==> src/common/drive_cfg_pkg.sv <==
`default_nettype none

package drive_cfg_pkg;

    // qubit bank
    localparam int NUM_QUBIT = 4;
    localparam int QUBIT_W = 2;

    // instruction list, 64 entries
    localparam int PC_W = 6;

    // per-qubit instruction tables
    localparam int INST_TABLE_DEPTH = 8;
    localparam int INST_SEL_W = 3;

    // envelope memory, 256 entries
    localparam int ENV_ADDR_W = 8;

    // phase also sizes the sine/cosine tables
    localparam int PHASE_W = 8;
    localparam int AMP_W = 8;
    localparam int LUT_W = 8;

    // nco accumulator
    localparam int FTW_W = 16;

    // output samples
    localparam int IQ_W = 9;
    localparam int IQ_SHIFT = 7;

endpackage

`default_nettype wire
==> src/common/drive_types_pkg.sv <==
`default_nettype none

package drive_types_pkg;

    import drive_cfg_pkg::*;

    typedef logic [PHASE_W-1:0] phase_t;

    typedef logic signed [IQ_W-1:0] iq_t;

    // instruction list word, 11 bits
    typedef struct packed {
        logic [QUBIT_W-1:0] qubit;
        logic               rz;
        phase_t             imm;
    } inst_word_t;

    // table entry, stop address is exclusive
    typedef struct packed {
        logic [ENV_ADDR_W-1:0] start_addr;
        logic [ENV_ADDR_W-1:0] stop_addr;
    } table_entry_t;

    // envelope sample
    typedef struct packed {
        phase_t             phase;
        logic [AMP_W-1:0]   amp;
    } env_word_t;

endpackage

`default_nettype wire

==> src/envelope/envelope_reader.sv <==
`timescale 1ns/1ps
`default_nettype none

module envelope_reader
    import drive_cfg_pkg::*;
    import drive_types_pkg::*;
(
    input  wire                         clk,
    input  wire                         rst,
    input  wire                         env_wr_en_i,
    input  wire [ENV_ADDR_W-1:0]        env_wr_addr_i,
    input  wire env_word_t              env_wr_data_i,
    input  wire                         start_i,
    input  wire [ENV_ADDR_W-1:0]        start_addr_i,
    input  wire [ENV_ADDR_W-1:0]        stop_addr_i,
    output logic                        reading_o,
    output logic                        read_done_o,
    output logic                        env_valid_o,
    output env_word_t                   env_o
);

    logic [ENV_ADDR_W-1:0]  addr_q;
    logic [ENV_ADDR_W-1:0]  addr_next;
    logic [ENV_ADDR_W-1:0]  stop_q;
    logic                   range_ok;

    assign addr_next = addr_q + 1'b1;
    assign range_ok  = stop_addr_i > start_addr_i;

    sync_ram #(
        .entry_t (env_word_t),
        .DEPTH   (2**ENV_ADDR_W)
    ) u_env_mem (
        .clk       (clk),
        .wr_en_i   (env_wr_en_i),
        .wr_addr_i (env_wr_addr_i),
        .wr_data_i (env_wr_data_i),
        .rd_addr_i (addr_q),
        .rd_data_o (env_o)
    );

    // one address issued per cycle while reading
    always_ff @(posedge clk) begin
        if (rst) begin
            reading_o   <= 1'b0;
            read_done_o <= 1'b0;
            env_valid_o <= 1'b0;
            addr_q      <= '0;
        end else begin
            read_done_o <= 1'b0;
            env_valid_o <= reading_o;
            if (start_i) begin
                addr_q      <= start_addr_i;
                reading_o   <= range_ok;
                // empty range finishes straight away
                read_done_o <= ~range_ok;
            end else if (reading_o) begin
                addr_q <= addr_next;
                if (addr_next == stop_q) begin
                    reading_o   <= 1'b0;
                    read_done_o <= 1'b1;
                end
            end
        end
    end

    always_ff @(posedge clk) begin
        if (start_i) begin
            stop_q <= stop_addr_i;
        end
    end

endmodule

`default_nettype wire

==> src/sync_ram.sv <==
`timescale 1ns/1ps
`default_nettype none

module sync_ram #(
    parameter type entry_t = logic [7:0],
    parameter int  DEPTH   = 256
) (
    input  wire                        clk,
    input  wire                        wr_en_i,
    input  wire [$clog2(DEPTH)-1:0]    wr_addr_i,
    input  wire entry_t                wr_data_i,
    input  wire [$clog2(DEPTH)-1:0]    rd_addr_i,
    output entry_t                     rd_data_o
);

    entry_t mem [DEPTH];

    always_ff @(posedge clk) begin
        if (wr_en_i) begin
            mem[wr_addr_i] <= wr_data_i;
        end
    end

    // registered read, one cycle
    always_ff @(posedge clk) begin
        rd_data_o <= mem[rd_addr_i];
    end

endmodule

`default_nettype wire

==> config.mk <==
export PLATFORM = sky130hd
export DESIGN_NAME = envelope_reader
export DESIGN_NICKNAME = d
export VERILOG_FILES = /design/src/common/drive_cfg_pkg.sv /design/src/common/drive_types_pkg.sv /design/src/envelope/envelope_reader.sv /design/src/sync_ram.sv
export SDC_FILE = /design/constraint.sdc
export NUM_CORES = 2
export LEC_CHECK = 0
export BUFFER_PORTS_ARGS = -buffer_cell sky130_fd_sc_hd__buf_4
export CAP_MARGIN = 20
export CORE_MARGIN = 4
export CORE_UTILIZATION = 55
export DETAILED_ROUTE_END_ITERATION = 7
export PLACE_DENSITY = 0.71
export SLEW_MARGIN = 10
export SYNTH_ARGS = -nofsm -noshare
export SYNTH_HDL_FRONTEND = slang
export SYNTH_SLANG_ARGS = --single-unit
==> constraint.sdc <==
create_clock -name clk -period 3.7 [get_ports clk]
set_clock_uncertainty 0.15 [all_clocks]
set_input_delay 0.555 -clock clk [delete_from_list [all_inputs] [get_ports clk]]
set_output_delay 0.555 -clock clk [all_outputs]
set_load 0.05 [all_outputs]
==> summary.txt <==
Outcome
  – Status: complete, but fails checks
  – Violated checks: negative hold slack, negative setup slack

STA
  – Pins Over Slew Limit: 0
  – Unrepaired setup endpoints after global routing: true
  – Rel. slew slack: 9.76%
  – # setup viols final: 2
  – Hold Slack: -0.0110 ns
  – Worst Tran Pin Value: ~1.4 ns
  – Final hold viol count: 5
  – Fin crit share: 102%
  – FMAX: between 0.2 and 0.3 GHz
  – Tmin final: roughly 3.8 ns
  – Final Worst Setup Slack: -0.0680 ns

Power and ir drop
  – LEAKAGE: 57.5 nW
  – Power, Total: 99.3 mW
  – Peak supply drop: about 0.66 mV
  – Pwr Density: 542 nW/um2

Final layout
  – Area Overhead vs Synth: 14.8%
  – Filler cells: 19200
  – Final net count: 8615
  – Layout cell share with drive strength beyond 1: 25.1%
  – Finished Layout Cells: around 13000

Yosys
  – Most frequent cell after synthesis: edfxtp_1
  – Cells after Synth: 7748
  – Yosys warning total: 0
  – Top_reg_cell synth: edfxtp_1
  – Top area cells in the synthesized netlist: edfxtp_1 (77%), mux4_2 (9.6%), mux2i_1 (3.7%)
  – Post-synth cell types: around 70
  – Syn avg cell area: between 20 and 25 um2
  – Async SR Flop Fraction: 0%
  – Yosys reg bits: ~4100
  – Synth top cells by count: edfxtp_1 (4104), mux4_2 (682), mux2i_1 (592), nor2_1 (359), clkbuf_1 (217)
  – Post-synthesis sequential area ratio: 77.5%
  – Synth area leader: edfxtp_1
  – Mapped Area: ~160000 um2
  – Post-Syn Nets: 7801
  – Post-synth top area share: 77.2%
  – EDFF count, synth: 4104

Setup path
  – Worst r2r src: addr_q[1]
  – Worst Setup SP: addr_q[1]
  – CP Launch Type: flop
  – Crit path DAT: 4.41 ns
  – Critical Path End: u_env_mem.rd_data_o[4]
  – R2r setup slk: -0.07 ns
  – CP peak stage delay: 0.54 ns
  – R2R Path End: u_env_mem.rd_data_o[4]
  – Worst setup EP type: flop
  – Crit path max-delay family: compound AO/OA/AOI/OAI gates
  – CP required: ~4.3 ns
  – Number of cells on the worst reg-to-reg path: 8
  – Crit-path most repeated cell: buf_12
  – WS Path Type: flop to flop
  – CP Depth: 8
  – Worst Path Buf+Inv: 2
  – Crit-path slowest cell: nor3_1
  – Critical-path maximum fanout: 97
  – Critical Path, Cell by Cell: buf_12 -> buf_12 -> mux4_2 -> a22o_1 -> a221oi_1 -> o22ai_1 -> nor3_1 -> nor4_1

Placement
  – Place WS: -0.361 ns
  – Routability Congestion: 0.980
  – Placed Cells incl. Taps: 12000
  – DP HPWL: about 280 mm
  – IO Port Bufs: 62

Route
  – Wl on met1: 167 mm
  – DR pass1 iterations: 6
  – Drt total wl: between 400 and 500 mm
  – DR top layer: met5
  – Vias: about 85000
  – Met2 routed WL: 211 mm
  – DRT antenna net count: 0
  – Avg Vias per Cell: 6.65
  – Average wire per standard cell: 35.4 um
  – DRT iter0 DRCs: 12500
  – Routed wl met3: 49.8 mm
  – Number of remaining DRC errors: 0

Global routing
  – Largest net degree at the start of global routing: 131
  – Vias in the first global route: 83100
  – First-pass GRT wire length: 638 mm
  – GRT Util Overall: ~30%
  – Initial antenna violation count: 28
  – Total gr overflow: 0

Clocking
  – Clock Root Buffer: clkbuf_16
  – Clock sink total: 4131
  – Clock Path Buffers: 4
  – CTS HTree Levels: 5
  – TritonCTS clock tree: built
  – Clock latency on the worst-skew pair: 0.97 ns
  – Worst-path clk slew: 0.06 ns
  – Num CTS Buffers: just over 400

Floorplan
  – Core footprint: 289000 um2
  – Core Rows: 197
  – Die Height: roughly 550 um
  – Ports: 63
  – Starting density of the core: 55.3%
  – Die area: 299000 um2
  – Die X: 547 um

Flow run
  – Maxcap violations: 0

Min path
  – Worst hold path class: input pin to flop
## layout make-up
| cell class | instances | area [um2] | area share [%] |
|---|---|---|---|
| antenna | 24 | 60.1 | 0.0328 |
| clock buffer | 504 | 10700 | 5.83 |
| clock inverter | 245 | 2560 | 1.40 |
| inverter | 13 | 51.3 | 0.0280 |
| multi-input combinational | 3123 | 33200 | 18.1 |
| sequential | 4131 | 124000 | 67.5 |
| tap | 3880 | 4850 | 2.65 |
| timing repair buffer | 886 | 8120 | 4.43 |
## stage by stage
stage	area [um2]	TNS, ns	util, %
after global routing	183000	-0.0948	63.5
after CTS	183000	0	63.5
after floorplan	160000	0	-
after global placement	170000	-2.02	58.8
final	183000	-0.0732	63.5
after detailed placement	170000	-1.58	58.8
## routing by layer
metal | global-route usage [%] | vias to the layer above
li1 | - | 34200
met1 | 42.0 | 44500
met2 | 45.6 | 5624
met3 | 6.28 | 897
met4 | 14.7 | 4
met5 | 0 | -
## registers in the layout, summed over array words and instances, names as in the netlist
register and cells:
u_env_mem.mem 4096, reading_o 1, u_env_mem.rd_data_o 16, env_valid_o 1, addr_q 8, stop_q 8
read_done_o 1
## placed cells by master (no fill, tap or decap), types with 16 or more instances in the layout
master	count
edfxtp_1	4104
buf_4	741
mux4_2	682
mux2i_1	592
clkbuf_16	412
nor2_1	336
nor3_1	185
o221ai_1	183
a21oi_1	150
nand2_1	124
o22ai_1	108
buf_12	101
clkbuf_1	89
clkinv_1	87
a221oi_1	78
clkinv_2	76
a22oi_1	62
nand3_1	61
mux2_2	59
a22o_1	56
nor4_1	49
o21ai_0	47
a211oi_1	40
bufinv_16	40
nand4_1	39
o211ai_1	27
diode_2	24
dfxtp_1	23
dlygate4sd3_1	23
nor2_2	20
mux4_1	19
nand2b_1	16
buf_8	16
## how the worst min path moves through the flow
stage	start	endpoint	slack, ns	cells after the start
global route	env_wr_data_i[2]	u_env_mem.mem[110][2]	0.02	1
CTS	env_wr_data_i[2]	u_env_mem.mem[108][2]	0.006	1
finish	env_wr_data_i[1]	u_env_mem.mem[168][1]	-0.01	1
floorplan	rst	env_valid_o	0.48	1
detailed placement	addr_q[6]	addr_q[6]	0.59	4
global placement	addr_q[6]	addr_q[6]	0.58	4
## kinds of logic after synthesis
kind of cell    count (synthesis)  synth area share [%]
flops                        4131                  77.5
mux                          1352                  14.1
xor+xnor                       18                0.0987
fa+ha+maj                       9                0.0705
buf+inv                       494                  1.81
compound gates                823                  3.77
simple gates                  921                  2.69
## power breakdown
part | total [mW] | internal [mW] | switching [mW]
logic | 6.50 | 2.30 | 4.20
clock network | 41.0 | 23.4 | 17.6
registers | 51.8 | 51.6 | 0.219
total | 99.3 | 77.3 | 22.0
## what timing repair did
item | 4_1_cts | 5_1_grt
buffers inserted | 4 | 0
hold endpoints to repair | 227 | 1
setup endpoints to repair | 11 | 8
pin swaps | 2 | 1
hold buffers | 22 | 1
resized for setup | 4 | 13
gates cloned | 0 | 0
Note: power is estimated with default switching activity, not from simulation.
