## src/common/drive_cfg_pkg.sv

```systemverilog
`default_nettype none

package drive_cfg_pkg;

    // qubit bank
    localparam int NUM_QUBIT = 4;
    localparam int QUBIT_W = 2;

    // instruction list, 64 entries
    localparam int PC_W = 6;

    // per-qubit instruction tables
    localparam int INST_TABLE_DEPTH = 8;
    localparam int INST_SEL_W = 3;

    // envelope memory, 256 entries
    localparam int ENV_ADDR_W = 8;

    // phase also sizes the sine/cosine tables
    localparam int PHASE_W = 8;
    localparam int AMP_W = 8;
    localparam int LUT_W = 8;

    // nco accumulator
    localparam int FTW_W = 16;

    // output samples
    localparam int IQ_W = 9;
    localparam int IQ_SHIFT = 7;

endpackage

`default_nettype wire
```

## src/common/drive_types_pkg.sv

```systemverilog
`default_nettype none

package drive_types_pkg;

    import drive_cfg_pkg::*;

    typedef logic [PHASE_W-1:0] phase_t;

    typedef logic signed [IQ_W-1:0] iq_t;

    // instruction list word, 11 bits
    typedef struct packed {
        logic [QUBIT_W-1:0] qubit;
        logic               rz;
        phase_t             imm;
    } inst_word_t;

    // table entry, stop address is exclusive
    typedef struct packed {
        logic [ENV_ADDR_W-1:0] start_addr;
        logic [ENV_ADDR_W-1:0] stop_addr;
    } table_entry_t;

    // envelope sample
    typedef struct packed {
        phase_t             phase;
        logic [AMP_W-1:0]   amp;
    } env_word_t;

endpackage

`default_nettype wire

```

## src/modulation/polar_modulator.sv

```systemverilog
`timescale 1ns/1ps
`default_nettype none

module polar_modulator
    import drive_cfg_pkg::*;
    import drive_types_pkg::*;
(
    input  wire                         clk,
    input  wire                         rst,
    input  wire                         sin_wr_en_i,
    input  wire                         cos_wr_en_i,
    input  wire phase_t                 lut_wr_addr_i,
    input  wire signed [LUT_W-1:0]      lut_wr_data_i,
    input  wire                         valid_i,
    input  wire phase_t                 nco_phase_i,
    input  wire env_word_t              env_i,
    output logic                        valid_o,
    output iq_t                         i_o,
    output iq_t                         q_o
);

    phase_t                         lut_addr;
    logic signed [LUT_W-1:0]        sin_data;
    logic signed [LUT_W-1:0]        cos_data;
    logic [AMP_W-1:0]               amp_q;
    logic signed [AMP_W+LUT_W:0]    i_prod_q;
    logic signed [AMP_W+LUT_W:0]    q_prod_q;
    logic signed [AMP_W+LUT_W:0]    i_scaled;
    logic signed [AMP_W+LUT_W:0]    q_scaled;
    logic                           lut_valid_q;
    logic                           prod_valid_q;

    // wraps modulo the table depth
    assign lut_addr = nco_phase_i + env_i.phase;

    sync_ram #(
        .entry_t (logic signed [LUT_W-1:0]),
        .DEPTH   (2**PHASE_W)
    ) u_sin_lut (
        .clk       (clk),
        .wr_en_i   (sin_wr_en_i),
        .wr_addr_i (lut_wr_addr_i),
        .wr_data_i (lut_wr_data_i),
        .rd_addr_i (lut_addr),
        .rd_data_o (sin_data)
    );

    sync_ram #(
        .entry_t (logic signed [LUT_W-1:0]),
        .DEPTH   (2**PHASE_W)
    ) u_cos_lut (
        .clk       (clk),
        .wr_en_i   (cos_wr_en_i),
        .wr_addr_i (lut_wr_addr_i),
        .wr_data_i (lut_wr_data_i),
        .rd_addr_i (lut_addr),
        .rd_data_o (cos_data)
    );

    ////////////////////////////////////////////////////////////////////////////
    // amplitude scaling, i from cosine and q from sine

    always_ff @(posedge clk) begin
        amp_q    <= env_i.amp;
        i_prod_q <= $signed({1'b0, amp_q}) * cos_data;
        q_prod_q <= $signed({1'b0, amp_q}) * sin_data;
        i_o      <= i_scaled[IQ_W-1:0];
        q_o      <= q_scaled[IQ_W-1:0];
    end

    assign i_scaled = i_prod_q >>> IQ_SHIFT;
    assign q_scaled = q_prod_q >>> IQ_SHIFT;

    always_ff @(posedge clk) begin
        if (rst) begin
            lut_valid_q  <= 1'b0;
            prod_valid_q <= 1'b0;
            valid_o      <= 1'b0;
        end else begin
            lut_valid_q  <= valid_i;
            prod_valid_q <= lut_valid_q;
            valid_o      <= prod_valid_q;
        end
    end

endmodule

`default_nettype wire

```

## src/sync_ram.sv

```systemverilog
`timescale 1ns/1ps
`default_nettype none

module sync_ram #(
    parameter type entry_t = logic [7:0],
    parameter int  DEPTH   = 256
) (
    input  wire                        clk,
    input  wire                        wr_en_i,
    input  wire [$clog2(DEPTH)-1:0]    wr_addr_i,
    input  wire entry_t                wr_data_i,
    input  wire [$clog2(DEPTH)-1:0]    rd_addr_i,
    output entry_t                     rd_data_o
);

    entry_t mem [DEPTH];

    always_ff @(posedge clk) begin
        if (wr_en_i) begin
            mem[wr_addr_i] <= wr_data_i;
        end
    end

    // registered read, one cycle
    always_ff @(posedge clk) begin
        rd_data_o <= mem[rd_addr_i];
    end

endmodule

`default_nettype wire

```

## config.mk

```make
export PLATFORM = sky130hd
export DESIGN_NAME = polar_modulator
export DESIGN_NICKNAME = d
export VERILOG_FILES = /design/src/common/drive_cfg_pkg.sv /design/src/common/drive_types_pkg.sv /design/src/modulation/polar_modulator.sv /design/src/sync_ram.sv
export SDC_FILE = /design/constraint.sdc
export NUM_CORES = 2
export LEC_CHECK = 0
export BUFFER_PORTS_ARGS = -buffer_cell sky130_fd_sc_hd__buf_4
export CAP_MARGIN = 25
export CELL_PAD_IN_SITES_DETAIL_PLACEMENT = 0
export CELL_PAD_IN_SITES_GLOBAL_PLACEMENT = 1
export CORE_MARGIN = 2
export CORE_UTILIZATION = 51
export CTS_CLUSTER_SIZE = 16
export DETAILED_ROUTE_END_ITERATION = 7
export PLACE_DENSITY = 0.76
export SYNTH_ARGS = -nofsm -noshare
export SYNTH_HDL_FRONTEND = slang
export SYNTH_SLANG_ARGS = --single-unit
```

## constraint.sdc

```tcl
create_clock -name clk -period 4.1 [get_ports clk]
set_input_delay 0.41 -clock clk [delete_from_list [all_inputs] [get_ports clk]]
set_output_delay 0.41 -clock clk [all_outputs]
set_load 0.01 [all_outputs]
```

==> reports/metrics.csv <==
metric,value,unit
cts_max_level,5,
die_width,571.6,um
period_share,1.002,
finalSetupTns,-0.009868,ns
critPathCaptureType,register,
combPwrFrac,0.208,
holdPathEnd,u_sin_lut.mem[32][4]$_DFFE_PP_,
drt_first_pass_iters,8,
drc,0,
swShare,0.2621,
synthTopCellsByArea,"edfxtp_1, mux4_2, nor2_1, nand2_1, fa_1",
syn-num-nets,7904,
cp_max_fo,2,
ant_nets,0,
total_power,106600,uW
hold_depth,1,
clk_latency,0.99,ns
worstHoldPathType,input pin to register,
maxCapViolCount,0,
timing.rr.end,i_prod_q[13]$_DFF_P_,
rsz0062_at_grt,true,
root_buffer,clkbuf_16,
p_int,78660,uW
synth.distinct_cells,68,
cp-startpoint,u_cos_lut.rd_data_o[7]$_DFF_P_,
max_freq,243.3,MHz
min_period,4.110,ns
worstHoldStart,lut_wr_data_i[4],
core_area,320900,um^2
rows,208,
die_area,326700,um^2
hold_viol,0,
drt_iter0_markers,10980,
ff2ff_setup_slack,-0.01,ns
routed_wl,419200,um
synth_top_area_frac,0.7485,
yosys.area.top_type,edfxtp_1,
grt_pass1_wl,600800,um
p_leak,0.06127,uW
overflow,0,
io_buffers,63,
violations,setup timing,
synth_edf_count,4096,
gp_congestion,0.8634,
cp.required,4.91,ns
fin_worst_skew,0.06628,ns
report.final.slew_viol_count,0,
synthFlopType,edfxtp_1,
grt_start_max_net_pins,141,
wire_per_inst,31.62,um
fillers,22190,
ys_async_sr_fraction,0,
worst_slack,-0.009868,ns
via_per_inst,6.217,
criticalPathCategory,register to register,
hpwl,264800,um
io_pins,64,
ys_ff_latch,4159,
clkPwrFrac,0.346,
r2r_start,u_cos_lut.rd_data_o[7]$_DFF_P_,
r2r_cells,15,
clkTransAtPathRegs,0.07,ns
grt_pass1_vias,83250,
tightest_slew,1.188,ns
synth_cells,7705,
status,finished with violations,
die_y,571.6,um
nets,8804,
area_growth,15.62,%
yosysSeqAreaShare,0.7562,
initial_core_util,0.5121,
clockBufferDepth,4,
antenna_found_initial,14,
cellPowerDensity,561.2,nW/um^2
netlist_area,164300,um^2
setup_viol,1,
p_seq_frac,0.446,
ys_warn_count,0,
grtUsageTotal,0.2566,
slew_headroom,0.2083,
cts_tree,built,
cp_data_arrival_time,4.92,ns
p_sw,27950,uW
cts_buffers,416,
clock_sinks,4159,
syn_avg_cell_area,21.33,um^2
cp-start-kind,register,
drive_gt1_frac,0.3094,
vias,82430,
vdd_ir_drop_max,1.179,mV
[timing repair]
item	CTS	global route
hold endpoints to repair	224	0
hold buffers	17	0
buffers inserted	2	4
endpoints found under the setup margin	11	9
resized for setup	27	66
pin swaps	8	22
[worst max-delay path, cell delays in order, from the launching register on]
cell and delay (ns):
dfxtp_4 0.48, buf_6 0.15, nand2b_4 0.05, fa_1 0.46, fa_1 0.49, inv_1 0.05, fa_1 0.49, inv_2 0.04
fa_1 0.47, inv_1 0.04, ha_2 0.17, or3_4 0.38, o211ai_1 0.24, nand3b_1 0.15, buf_4 0.16, xor2_1 0.13
[per-stage QoR]
step,std cells,worst slack [ns],utilization,area [um^2],hold WS (ns)
2_1_floorplan,7705,0.01834,-,164400,0.3096
4_1_cts,13250,-0.03787,0.5912,189700,0.04493
6_report,13260,-0.009868,0.5920,190000,0.03149
3_5_place_dp,12470,-0.4547,0.5496,176400,0.3171
3_3_place_gp,12470,-0.4552,0.5496,176400,0.3126
5_1_grt,13250,-0.1002,0.5920,190000,0.07347
[synth_stat cells (10+ instances only)]
master,instances
a2111oi_0,12
a211oi_1,11
a21oi_1,30
a221oi_1,12
a31oi_1,87
a32oi_1,28
and2_1,79
and3_1,32
buf_1,14
buf_2,104
buf_4,80
buf_6,47
clkbuf_1,189
dfxtp_1,63
edfxtp_1,4096
fa_1,71
ha_1,83
inv_1,98
mux2_2,21
mux2i_1,69
mux4_2,1149
nand2_1,417
nand3_1,47
nor2_1,638
nor2b_1,16
nor3_1,16
nor4_1,12
o21ai_0,10
o22ai_1,46
xnor2_1,23
[worst max path at each step]
stage	end	slack (ns)	depth (start not counted)
after global placement	u_sin_lut.rd_data_o[1]$_DFF_P_	-0.46	13
after floorplan	q_prod_q[15]$_DFF_P_	0.02	15
after CTS	i_prod_q[13]$_DFF_P_	-0.04	15
after detailed placement	u_cos_lut.rd_data_o[7]$_DFF_P_	-0.45	13
final	i_prod_q[13]$_DFF_P_	-0.01	15
after global routing	i_prod_q[13]$_DFF_P_	-0.10	14
[layout by cell type, fill, tap and decap left out, types with 22 or more instances in the layout]
| master | Yosys | routed |
|---|---|---|
| edfxtp_1 | 4096 | 4096 |
| clkbuf_16 | 0 | 419 |
| buf_4 | 80 | 718 |
| buf_12 | 2 | 164 |
| inv_1 | 98 | 89 |
| clkinv_1 | 0 | 95 |
| a21oi_1 | 30 | 27 |
| and2_1 | 79 | 72 |
| mux4_2 | 1149 | 1149 |
| nand3_1 | 47 | 41 |
| and3_1 | 32 | 32 |
| a31oi_1 | 87 | 87 |
| o22ai_1 | 46 | 46 |
| clkinv_2 | 0 | 69 |
| nand2_1 | 417 | 405 |
| mux2i_1 | 69 | 69 |
| xnor2_1 | 23 | 22 |
| a32oi_1 | 28 | 28 |
| dfxtp_1 | 63 | 41 |
| clkbuf_1 | 189 | 89 |
| ha_1 | 83 | 73 |
| fa_1 | 71 | 68 |
| nor2_1 | 638 | 630 |
| bufinv_16 | 0 | 34 |
[state kept, by name, indices dropped and copies added, names as in the netlist, 8 cells and up]
signal               flops
u_cos_lut.mem         2048
u_sin_lut.mem         2048
i_o                      9
i_prod_q                 9
q_o                      9
q_prod_q                 9
amp_q                    8
u_cos_lut.rd_data_o      8
u_sin_lut.rd_data_o      8
[cell type report]
| type | instances | area, um^2 | area share |
|---|---|---|---|
| multi-input cells | 3007 | 37640 | 0.1982 |
| inverters | 98 | 370.4 | 0.001949 |
| diodes | 9 | 22.52 | 0.0001185 |
| clock buffers | 512 | 10840 | 0.05707 |
| well taps | 4305 | 5386 | 0.02835 |
| repair buffers | 923 | 9144 | 0.04813 |
| clock inverters | 245 | 2251 | 0.01185 |
| flip-flops and latches | 4159 | 124300 | 0.6544 |
[cells by family after synthesis]
logic type               Yosys count  synth area share
AND/OR/NAND/NOR                 1292           0.03299
AO/OA/AOI/OAI                    286           0.01259
adder cells (fa/ha/maj)          154           0.01497
XOR/XNOR                          30          0.001599
buffers and inverters            539           0.01753
multiplexers                    1245            0.1641
flip-flops                      4159            0.7562
[power groups by stage]
stage | registers [uW] | logic [uW] | clock network (uW)
final | 47500 | 22200 | 36900
after global routing | 47500 | 24000 | 38800
after CTS | 47500 | 21000 | 37200
after detailed placement | 48400 | 20600 | 0
after global placement | 48400 | 20500 | 0
after floorplan | 48300 | 12200 | 0
[routing by layer]
| layer | vias up | GRT usage | share of wire |
|---|---|---|---|
| met5 | - | 0 | 0.00020 |
| met4 | 14 | 0.08596 | 0.038 |
| met3 | 728 | 0.04713 | 0.091 |
| met2 | 4296 | 0.4112 | 0.48 |
| met1 | 43850 | 0.3592 | 0.39 |
| li1 | 33540 | - | - |
Note: power is estimated with default switching activity, not from simulation.
