$ cat config.mk
export PLATFORM = sky130hd
export DESIGN_NAME = nco_bank
export DESIGN_NICKNAME = d
export VERILOG_FILES = /design/src/common/drive_cfg_pkg.sv /design/src/common/drive_types_pkg.sv /design/src/nco/nco_bank.sv
export SDC_FILE = /design/constraint.sdc
export NUM_CORES = 1
export LEC_CHECK = 0
export BUFFER_PORTS_ARGS = -buffer_cell sky130_fd_sc_hd__buf_2
export CORE_MARGIN = 2
export CORE_UTILIZATION = 45
export CTS_BUF_LIST = sky130_fd_sc_hd__clkbuf_8 sky130_fd_sc_hd__clkbuf_16
export DETAILED_ROUTE_END_ITERATION = 12
export GPL_ROUTABILITY_DRIVEN = 0
export HOLD_SLACK_MARGIN = 0.12
export PLACE_DENSITY = 0.59
export SKIP_CTS_REPAIR_TIMING = 1
export SYNTH_ARGS = -nofsm -noshare
export SYNTH_HDL_FRONTEND = slang
export SYNTH_SLANG_ARGS = --single-unit
export TNS_END_PERCENT = 30
$ cat constraint.sdc
create_clock -name clk -period 2.75 [get_ports clk]
set_input_delay 0.1375 -clock clk [delete_from_list [all_inputs] [get_ports clk]]
set_output_delay 0.1375 -clock clk [all_outputs]
set_load 0.01 [all_outputs]
$ cat src/common/drive_cfg_pkg.sv
`default_nettype none

package drive_cfg_pkg;

    // qubit bank
    localparam int NUM_QUBIT = 4;
    localparam int QUBIT_W = 2;

    // instruction list, 64 entries
    localparam int PC_W = 6;

    // per-qubit instruction tables
    localparam int INST_TABLE_DEPTH = 8;
    localparam int INST_SEL_W = 3;

    // envelope memory, 256 entries
    localparam int ENV_ADDR_W = 8;

    // phase also sizes the sine/cosine tables
    localparam int PHASE_W = 8;
    localparam int AMP_W = 8;
    localparam int LUT_W = 8;

    // nco accumulator
    localparam int FTW_W = 16;

    // output samples
    localparam int IQ_W = 9;
    localparam int IQ_SHIFT = 7;

endpackage

`default_nettype wire
$ cat src/common/drive_types_pkg.sv
`default_nettype none

package drive_types_pkg;

    import drive_cfg_pkg::*;

    typedef logic [PHASE_W-1:0] phase_t;

    typedef logic signed [IQ_W-1:0] iq_t;

    // instruction list word, 11 bits
    typedef struct packed {
        logic [QUBIT_W-1:0] qubit;
        logic               rz;
        phase_t             imm;
    } inst_word_t;

    // table entry, stop address is exclusive
    typedef struct packed {
        logic [ENV_ADDR_W-1:0] start_addr;
        logic [ENV_ADDR_W-1:0] stop_addr;
    } table_entry_t;

    // envelope sample
    typedef struct packed {
        phase_t             phase;
        logic [AMP_W-1:0]   amp;
    } env_word_t;

endpackage

`default_nettype wire

$ cat src/nco/nco_bank.sv
`timescale 1ns/1ps
`default_nettype none

module nco_bank
    import drive_cfg_pkg::*;
    import drive_types_pkg::*;
(
    input  wire                         clk,
    input  wire                         rst,
    input  wire                         ftw_wr_en_i,
    input  wire [QUBIT_W-1:0]           ftw_qubit_i,
    input  wire [FTW_W-1:0]             ftw_data_i,
    input  wire                         rz_strobe_i,
    input  wire phase_t                 phase_imm_i,
    input  wire [QUBIT_W-1:0]           qubit_sel_i,
    output logic                        rz_done_o,
    output phase_t                      nco_phase_o
);

    phase_t qubit_phase [NUM_QUBIT];
    logic   rz_applied_q;

    for (genvar q = 0; q < NUM_QUBIT; q++) begin : g_nco
        logic [FTW_W-1:0]   ftw_q;
        logic [FTW_W-1:0]   acc_q;
        phase_t             offset_q;
        logic               ftw_hit;
        logic               rz_hit;

        assign ftw_hit = ftw_wr_en_i && (ftw_qubit_i == QUBIT_W'(q));
        assign rz_hit  = rz_strobe_i && (qubit_sel_i == QUBIT_W'(q));

        always_ff @(posedge clk) begin
            if (rst) begin
                ftw_q    <= '0;
                acc_q    <= '0;
                offset_q <= '0;
            end else begin
                // new tuning word restarts the accumulator
                if (ftw_hit) begin
                    ftw_q <= ftw_data_i;
                    acc_q <= '0;
                end else begin
                    acc_q <= acc_q + ftw_q;
                end
                if (rz_hit) begin
                    offset_q <= offset_q + phase_imm_i;
                end
            end
        end

        // top bits of the accumulator plus rz offset
        assign qubit_phase[q] = acc_q[FTW_W-1 -: PHASE_W] + offset_q;
    end

    // done lines up with the first phase that carries the new offset
    always_ff @(posedge clk) begin
        if (rst) begin
            rz_applied_q <= 1'b0;
            rz_done_o    <= 1'b0;
            nco_phase_o  <= '0;
        end else begin
            rz_applied_q <= rz_strobe_i;
            rz_done_o    <= rz_applied_q;
            nco_phase_o  <= qubit_phase[qubit_sel_i];
        end
    end

endmodule

`default_nettype wire

==> metrics.log, run 1 <==
INFO  metric synth_seq_cells = 170
INFO  metric buffer_ports.inserted = 40
INFO  metric mappedNetlistNets = 1401
INFO  metric fin_worst_skew = roughly 0.018 ns
INFO  metric ir_worst_vdd = about 400 uV
INFO  metric vias_per_cell = around 5.5
INFO  metric setup_crit_end_kind = flop
INFO  metric dp.final_hpwl = ~19000 um
INFO  metric route.vias.total = 8733
INFO  metric grt_first_pass_wirelength = 41710 um
INFO  metric ff_latch_area = about 3400 um^2
INFO  metric fp.dieW = between 150 and 200 um
INFO  metric post_route_cells_drive_above_1_share = about 8.3%
INFO  metric layout_commonest_cell = nand2_1
INFO  metric worst_max_slew_margin_expressed_relative_to_the_limit = approximately 45%
INFO  metric gr-usage-met3 = under 10%
INFO  metric async_sr_flop_fraction = 0%
INFO  metric clock_sinks = 170
INFO  metric violation_count_after_the_first_detailed_route_iteration = 401
INFO  metric start_util = a little under half
INFO  metric mostFrequentLayoutCells = 184 x nand2_1, 170 x dfxtp_1, 143 x a21oi_1, 116 x ha_1, 107 x nor2_1
INFO  metric layout.filler_cells = about 2200
INFO  metric worst-slew-pin-transition = ~0.82 ns
INFO  metric cts.clk_slew.worst_paths = about 0.080 ns
INFO  metric cp_data_required_time = 3.08 ns
INFO  metric grt_antenna_before_repair = 0
INFO  metric final-setup-viol-count = 0
INFO  metric finalCritPeriodShare = approximately nine tenths
INFO  metric p_leak = 0.005171 uW
INFO  metric critical_path_class = reg -> reg
INFO  metric core_area = approximately 23000 um^2
INFO  metric placement_rows = 55
INFO  metric cts_root_buf = clkbuf_16
INFO  metric drtAntennaViolNets = 0
INFO  metric p_per_area = between 500 and 600 nW/um^2
INFO  metric yosys.cell_types.count = 63
INFO  metric synth.avg_cell_area = 8.339 um^2
INFO  metric max_freq = 409.1 MHz
INFO  metric yosys_warning_count = 0
INFO  metric gr-total-overflow = 0
INFO  metric synthCells = between 1000 and 1500
INFO  metric yosysSeqAreaShare = between 30 and 40%
INFO  metric grt_use_met1 = a little under a third
INFO  metric top_usage_layer = met2
INFO  metric cts_buffers = 17
INFO  metric cp.arrival = between 2 and 3 ns
INFO  metric finalNetCount = roughly 1500
INFO  metric netlist_area = 10350 um^2
INFO  metric clock_insertion_delay_at_the_later_pin_of_the_skew_report = ~0.44 ns
INFO  metric fin_setup_tns = 0 ns
INFO  metric detail_route.drc_violations = 0
INFO  metric origin_of_the_worst_setup_path = g_nco[1].ftw_q[0]
INFO  metric area_enclosed_by_the_die_boundary = about 24000 um^2
INFO  metric maximum_number_of_pins_on_one_net_before_global_route_repair = between 40 and 50
INFO  metric finalHoldViolCount = 0
INFO  metric antenna_cells_inserted = 0
INFO  metric hp-start = rst
INFO  metric status = complete, no violations
INFO  metric fin_util = 51.52%
INFO  metric footprint_of_the_multi_input_gates = ~6600 um^2
INFO  metric route.detailed.wl_per_inst = about 16 um
INFO  metric global_router_s_overall_resource_usage = between 20% and 30%
INFO  metric cts_tree = done
INFO  metric maxCapViolCount = 0
INFO  metric fin_crit = ~2.4 ns
INFO  metric grt_setup_unrepaired = false
INFO  metric synth_ff_type = dfxtp_1
INFO  metric worstSetupStartpointType = flop
INFO  metric dr.pass1.iters = 5
INFO  metric hold_path_class = in -> reg
INFO  metric slew_viol_final = 0
INFO  metric r2r_start = g_nco[1].ftw_q[0]
INFO  metric via_count_of_the_first_global_routing_pass = about 8000
INFO  metric worstPathMaxFanout = 3
INFO  metric ctsLongestPathBuffers = 2
INFO  metric grt_use_met2 = 35.21%
INFO  metric boundaryPins = around 40
INFO  metric cts_htree_levels = 4
INFO  metric flow.area_growth_from_synthesis = 12.71%
INFO  metric die-height = between 150 and 200 um
INFO  metric drt-total-wl = 25550 um
INFO  metric synth_enable_flop_cells = 0
state kept, by name, indices dropped and copies added, names as in the netlist:
| name | count |
|---|---|
| rz_applied_q | 1 |
| g_nco.offset_q | 32 |
| g_nco.acc_q | 64 |
| g_nco.ftw_q | 64 |
| nco_phase_o | 8 |
| rz_done_o | 1 |
cell usage after synthesis, types with 13 or more instances:
master,n,area share (%)
inv_1,39,1.4
xor2_1,41,3.5
clkbuf_1,30,1.1
xnor2_1,36,3.0
a211oi_1,22,1.6
nor2_1,107,3.9
nor3_1,34,1.6
o21ai_0,34,1.6
a21oi_1,143,6.9
a21o_1,37,2.7
dfxtp_1,170,33
o21ai_1,14,0.68
o21a_1,22,1.6
ha_1,116,14
nand2_1,184,6.7
or3_1,13,0.79
nand3_1,28,1.4
and3_1,24,1.5
logic make-up after synthesis:
group | Yosys count | synth area share, %
flops | 170 | 32.89
compound gates | 346 | 21.29
buf+inv | 80 | 2.950
mux | 11 | 1.572
simple gates | 429 | 18.44
xor+xnor | 77 | 6.517
fa+ha+maj | 128 | 16.35
path summary, 6_finish.rpt:
check | to | cells after the start | slack (ns)
max | g_nco[1].acc_q[14] | 8 | 0.31
min | g_nco[1].offset_q[4] | 2 | 0.15
max reg2reg | g_nco[1].acc_q[14] | 8 | 0.31
min reg2reg | rz_done_o | 1 | 0.44
layer usage:
metal	share of wire (%)	up-vias	wire, um
li1	-	4535	-
met1	50	4069	12820
met2	46	108	11710
met3	2.7	21	682
met4	1.3	0	337
met5	0	-	0
where the power goes:
group | total [uW] | switching [uW] | internal, uW
Sequential | 2620 | 69.0 | 2560
Clock | 2530 | 1210 | 1320
Combinational | 736 | 434 | 301
Total | 5890 | 1710 | 4180
critical path: stages (launching register included):
cell	delay, ns
dfxtp_1	0.32
ha_1	0.24
fa_1	0.44
a211oi_2	0.27
o21ai_1	0.13
a211o_1	0.32
a21oi_2	0.20
o21ai_1	0.10
mux2_1	0.30
area by class of cell:
| cell class | instances | share of cell area (%) |
|---|---|---|
| inverter | 41 | 1.319 |
| tap | 285 | 3.057 |
| multi-input combinational | 991 | 56.93 |
| clock buffer | 17 | 3.647 |
| sequential | 170 | 29.18 |
| clock inverter | 15 | 1.706 |
| timing repair buffer | 72 | 4.162 |
metrics by stage:
| step | setup WS (ns) | hold slack (ns) | instance area [um^2] | power [uW] | cells |
|---|---|---|---|---|---|
| after floorplan | 0.4740 | 0.2735 | 10350 | 3172 | 1241 |
| after global placement | 0.3511 | 0.4182 | 10870 | 3391 | 1542 |
| after detailed placement | 0.3242 | 0.4272 | 10870 | 3399 | 1542 |
| after CTS | 0.3008 | -0.03369 | 11490 | 5943 | 1574 |
| after global routing | 0.1876 | 0.1546 | 11660 | 6155 | 1591 |
| final | 0.3058 | 0.1463 | 11660 | 5890 | 1591 |
(Power assumes the default switching activity.)
==> inputs of run 2 (changes only) <==
- CORE_ASPECT_RATIO: not set -> 0.75
==> run 2 against run 1 <==
Net effect: final area grew 0.17%; register-to-register slack is essentially flat; clock-buffer cell count is the same; clock skew shrank 0.0068 ns; largest cell class unchanged; non-clock buffer count shrank 1; cell count grew 0.88%; core utilization shrank 0.32 points; setup slack gained 0.0016 ns; via count grew 1.1%; maximum frequency is essentially flat; highest routed layer unchanged; critical path depth is the same; global-route usage grew 1.1 points.
==> metrics.log, run 2 (synthesis gave the netlist of run 1 again) <==
INFO  metric clock_sinks = 170
INFO  metric mostFrequentLayoutCells = 184 x nand2_1, 170 x dfxtp_1, 143 x a21oi_1, 116 x ha_1, 107 x nor2_1
INFO  metric clock_insertion_delay_at_the_later_pin_of_the_skew_report = 0.44 ns
INFO  metric maximum_number_of_pins_on_one_net_before_global_route_repair = roughly 120
INFO  metric critical_path.max_stage_delay = about 0.44 ns
INFO  metric worstSetupStartpointType = flop
INFO  metric cts.clk_slew.worst_paths = ~0.080 ns
INFO  metric boundaryPins = 41
INFO  metric path_common_cell = o21ai_1
INFO  metric worst_max_slew_margin_expressed_relative_to_the_limit = about half
INFO  metric drt-total-wl = approximately 27000 um
INFO  metric share_comb_of_total_power = around an eighth
INFO  metric maxCapViolCount = 0
INFO  metric footprint_of_the_multi_input_gates = roughly 6600 um^2
INFO  metric route.vias.total = a little under 9000
INFO  metric core_area = 22820 um^2
INFO  metric timing.final.ws_setup = 0.3073 ns
INFO  metric final-setup-viol-count = 0
INFO  metric layout.filler_cells = around 2200
INFO  metric finalCritPeriodShare = about 89%
INFO  metric area_after_detailed_placement = approximately 11000 um^2
INFO  metric ir_worst_vdd = 416.8 uV
INFO  metric finalHoldViolCount = 0
INFO  metric drtAntennaViolNets = 0
INFO  metric cts_tree = done
INFO  metric cts_buffers = 17
INFO  metric via_count_of_the_first_global_routing_pass = 8083
INFO  metric fin_setup_tns = 0 ns
INFO  metric p_leak = 0.005174 uW
INFO  metric finalNetCount = 1452
INFO  metric cp_cell_sequence = ha_1, fa_1, a211oi_2, o21ai_1, a211o_1, a21oi_2, o21ai_1, mux2_1
INFO  metric hold_path_class = in -> reg
INFO  metric slew_viol_final = 0
INFO  metric dpl.cell_count = approximately 1600
INFO  metric violation_count_after_the_first_detailed_route_iteration = 581
INFO  metric final_instance_area = ~12000 um^2
INFO  metric placement_rows = 48
INFO  metric worst-slew-pin-transition = roughly 0.75 ns
INFO  metric flow.area_growth_from_synthesis = 12.90%
INFO  metric dr.pass1.iters = 5
INFO  metric final_cell_count_no_fill = 1605
INFO  metric status = complete, no violations
INFO  metric clk_pwr_share = 42.9%
INFO  metric post_route_cells_drive_above_1_share = 8.199%
INFO  metric whs = 0.1444 ns
INFO  metric cts_root_buf = clkbuf_16
INFO  metric ff_latch_area = between 3000 and 4000 um^2
INFO  metric grt_antenna_before_repair = 0
INFO  metric critical_path_class = reg -> reg
INFO  metric worstPathMaxFanout = 3
INFO  metric fp.dieW = around 180 um
INFO  metric grt_setup_unrepaired = false
INFO  metric internal_power = 4179 uW
INFO  metric seq_power_share = 44.4%
INFO  metric buffer_ports.inserted = 40
INFO  metric cp.arrival = ~2.8 ns
INFO  metric power.switching = 1735 uW
INFO  metric global_router_s_overall_resource_usage = between 20% and 30%
INFO  metric grt_first_pass_wirelength = between 40000 and 50000 um
INFO  metric route.detailed.wl_per_inst = 16.61 um
INFO  metric biggestRegsByFlops = g_nco.acc_q (64), g_nco.ftw_q (64), g_nco.offset_q (32)
INFO  metric cp_data_required_time = roughly 3 ns
INFO  metric ctsLongestPathBuffers = 2
INFO  metric area_enclosed_by_the_die_boundary = 24240 um^2
INFO  metric cts_htree_levels = 4
INFO  metric setup_crit_end_kind = flop
INFO  metric fin_worst_skew = between 0.01 and 0.015 ns
INFO  metric fin_crit = roughly 2.4 ns
INFO  metric die-height = between 100 and 150 um
INFO  metric start_util = between 40% and 50%
INFO  metric antenna_cells_inserted = 0
INFO  metric dp.final_hpwl = 19420 um
INFO  metric cpMaxStageDelayCell = fa_1
INFO  metric post-place-ws = approximately 0.28 ns
INFO  metric gr-total-overflow = 0
INFO  metric layout_commonest_cell = nand2_1
INFO  metric vias_per_cell = 5.498
INFO  metric max_freq = about 410 MHz
INFO  metric switching_share = between 20 and 30%
INFO  metric p_per_area = 506.2 nW/um^2
INFO  metric detail_route.drc_violations = 0
## run 2: changes by cell type in the layout (fill, tap and decap cells not counted), sizes merged
cell / before / now
buf: 55 / 54
clkinvlp: 1 / 0
inv: 48 / 49
## run 2: metrics by stage
stage / total power (uW) / utilization, %
detailed placement: 3407 / 47.73
finish: 5914 / 51.20
global placement: 3398 / 47.73
CTS: 5950 / 50.45
floorplan: 3172 / -
global route: 6184 / 51.20
## run 2: worst paths after layout
kind                     startpoint                  to  slack (ns)  depth (start not counted)
setup / recovery  g_nco[1].ftw_q[0]  g_nco[1].acc_q[14]        0.31                          8
hold reg to reg        rz_applied_q           rz_done_o        0.45                          1
setup reg to reg  g_nco[1].ftw_q[0]  g_nco[1].acc_q[14]        0.31                          8
hold / removal       qubit_sel_i[1]      nco_phase_o[4]        0.14                          2
## run 2: power groups by stage
stage          logic (uW)  clock network, uW  registers (uW)
2_1_floorplan         512                  0            2660
3_3_place_gp          716                  0            2680
3_5_place_dp          724                  0            2680
4_1_cts               730               2590            2630
5_1_grt               842               2700            2640
6_report              748               2540            2630
## run 2: worst max-delay path: cells and delay by family (launching register included)
kind	cells	cell delay, ns
compound gates	5	1.02
fa+ha+maj	2	0.68
mux	1	0.32
flops	1	0.32
## run 2: routing by layer
layer  vias up  wire (um)  global-route usage (%)
met5         -          0                       0
met2       185      11040                   34.02
met3        22       1156                   4.097
li1       4542          -                       -
met1      4076      14140                   34.26
met4         0        326                   5.600
## run 2: area by class of cell
type / count / area share [%]
multi-input cells: 991 / 56.83
flip-flops and latches: 170 / 29.13
repair buffers: 71 / 4.198
clock buffers: 17 / 3.641
well taps: 300 / 3.213
clock inverters: 15 / 1.671
inverters: 41 / 1.317
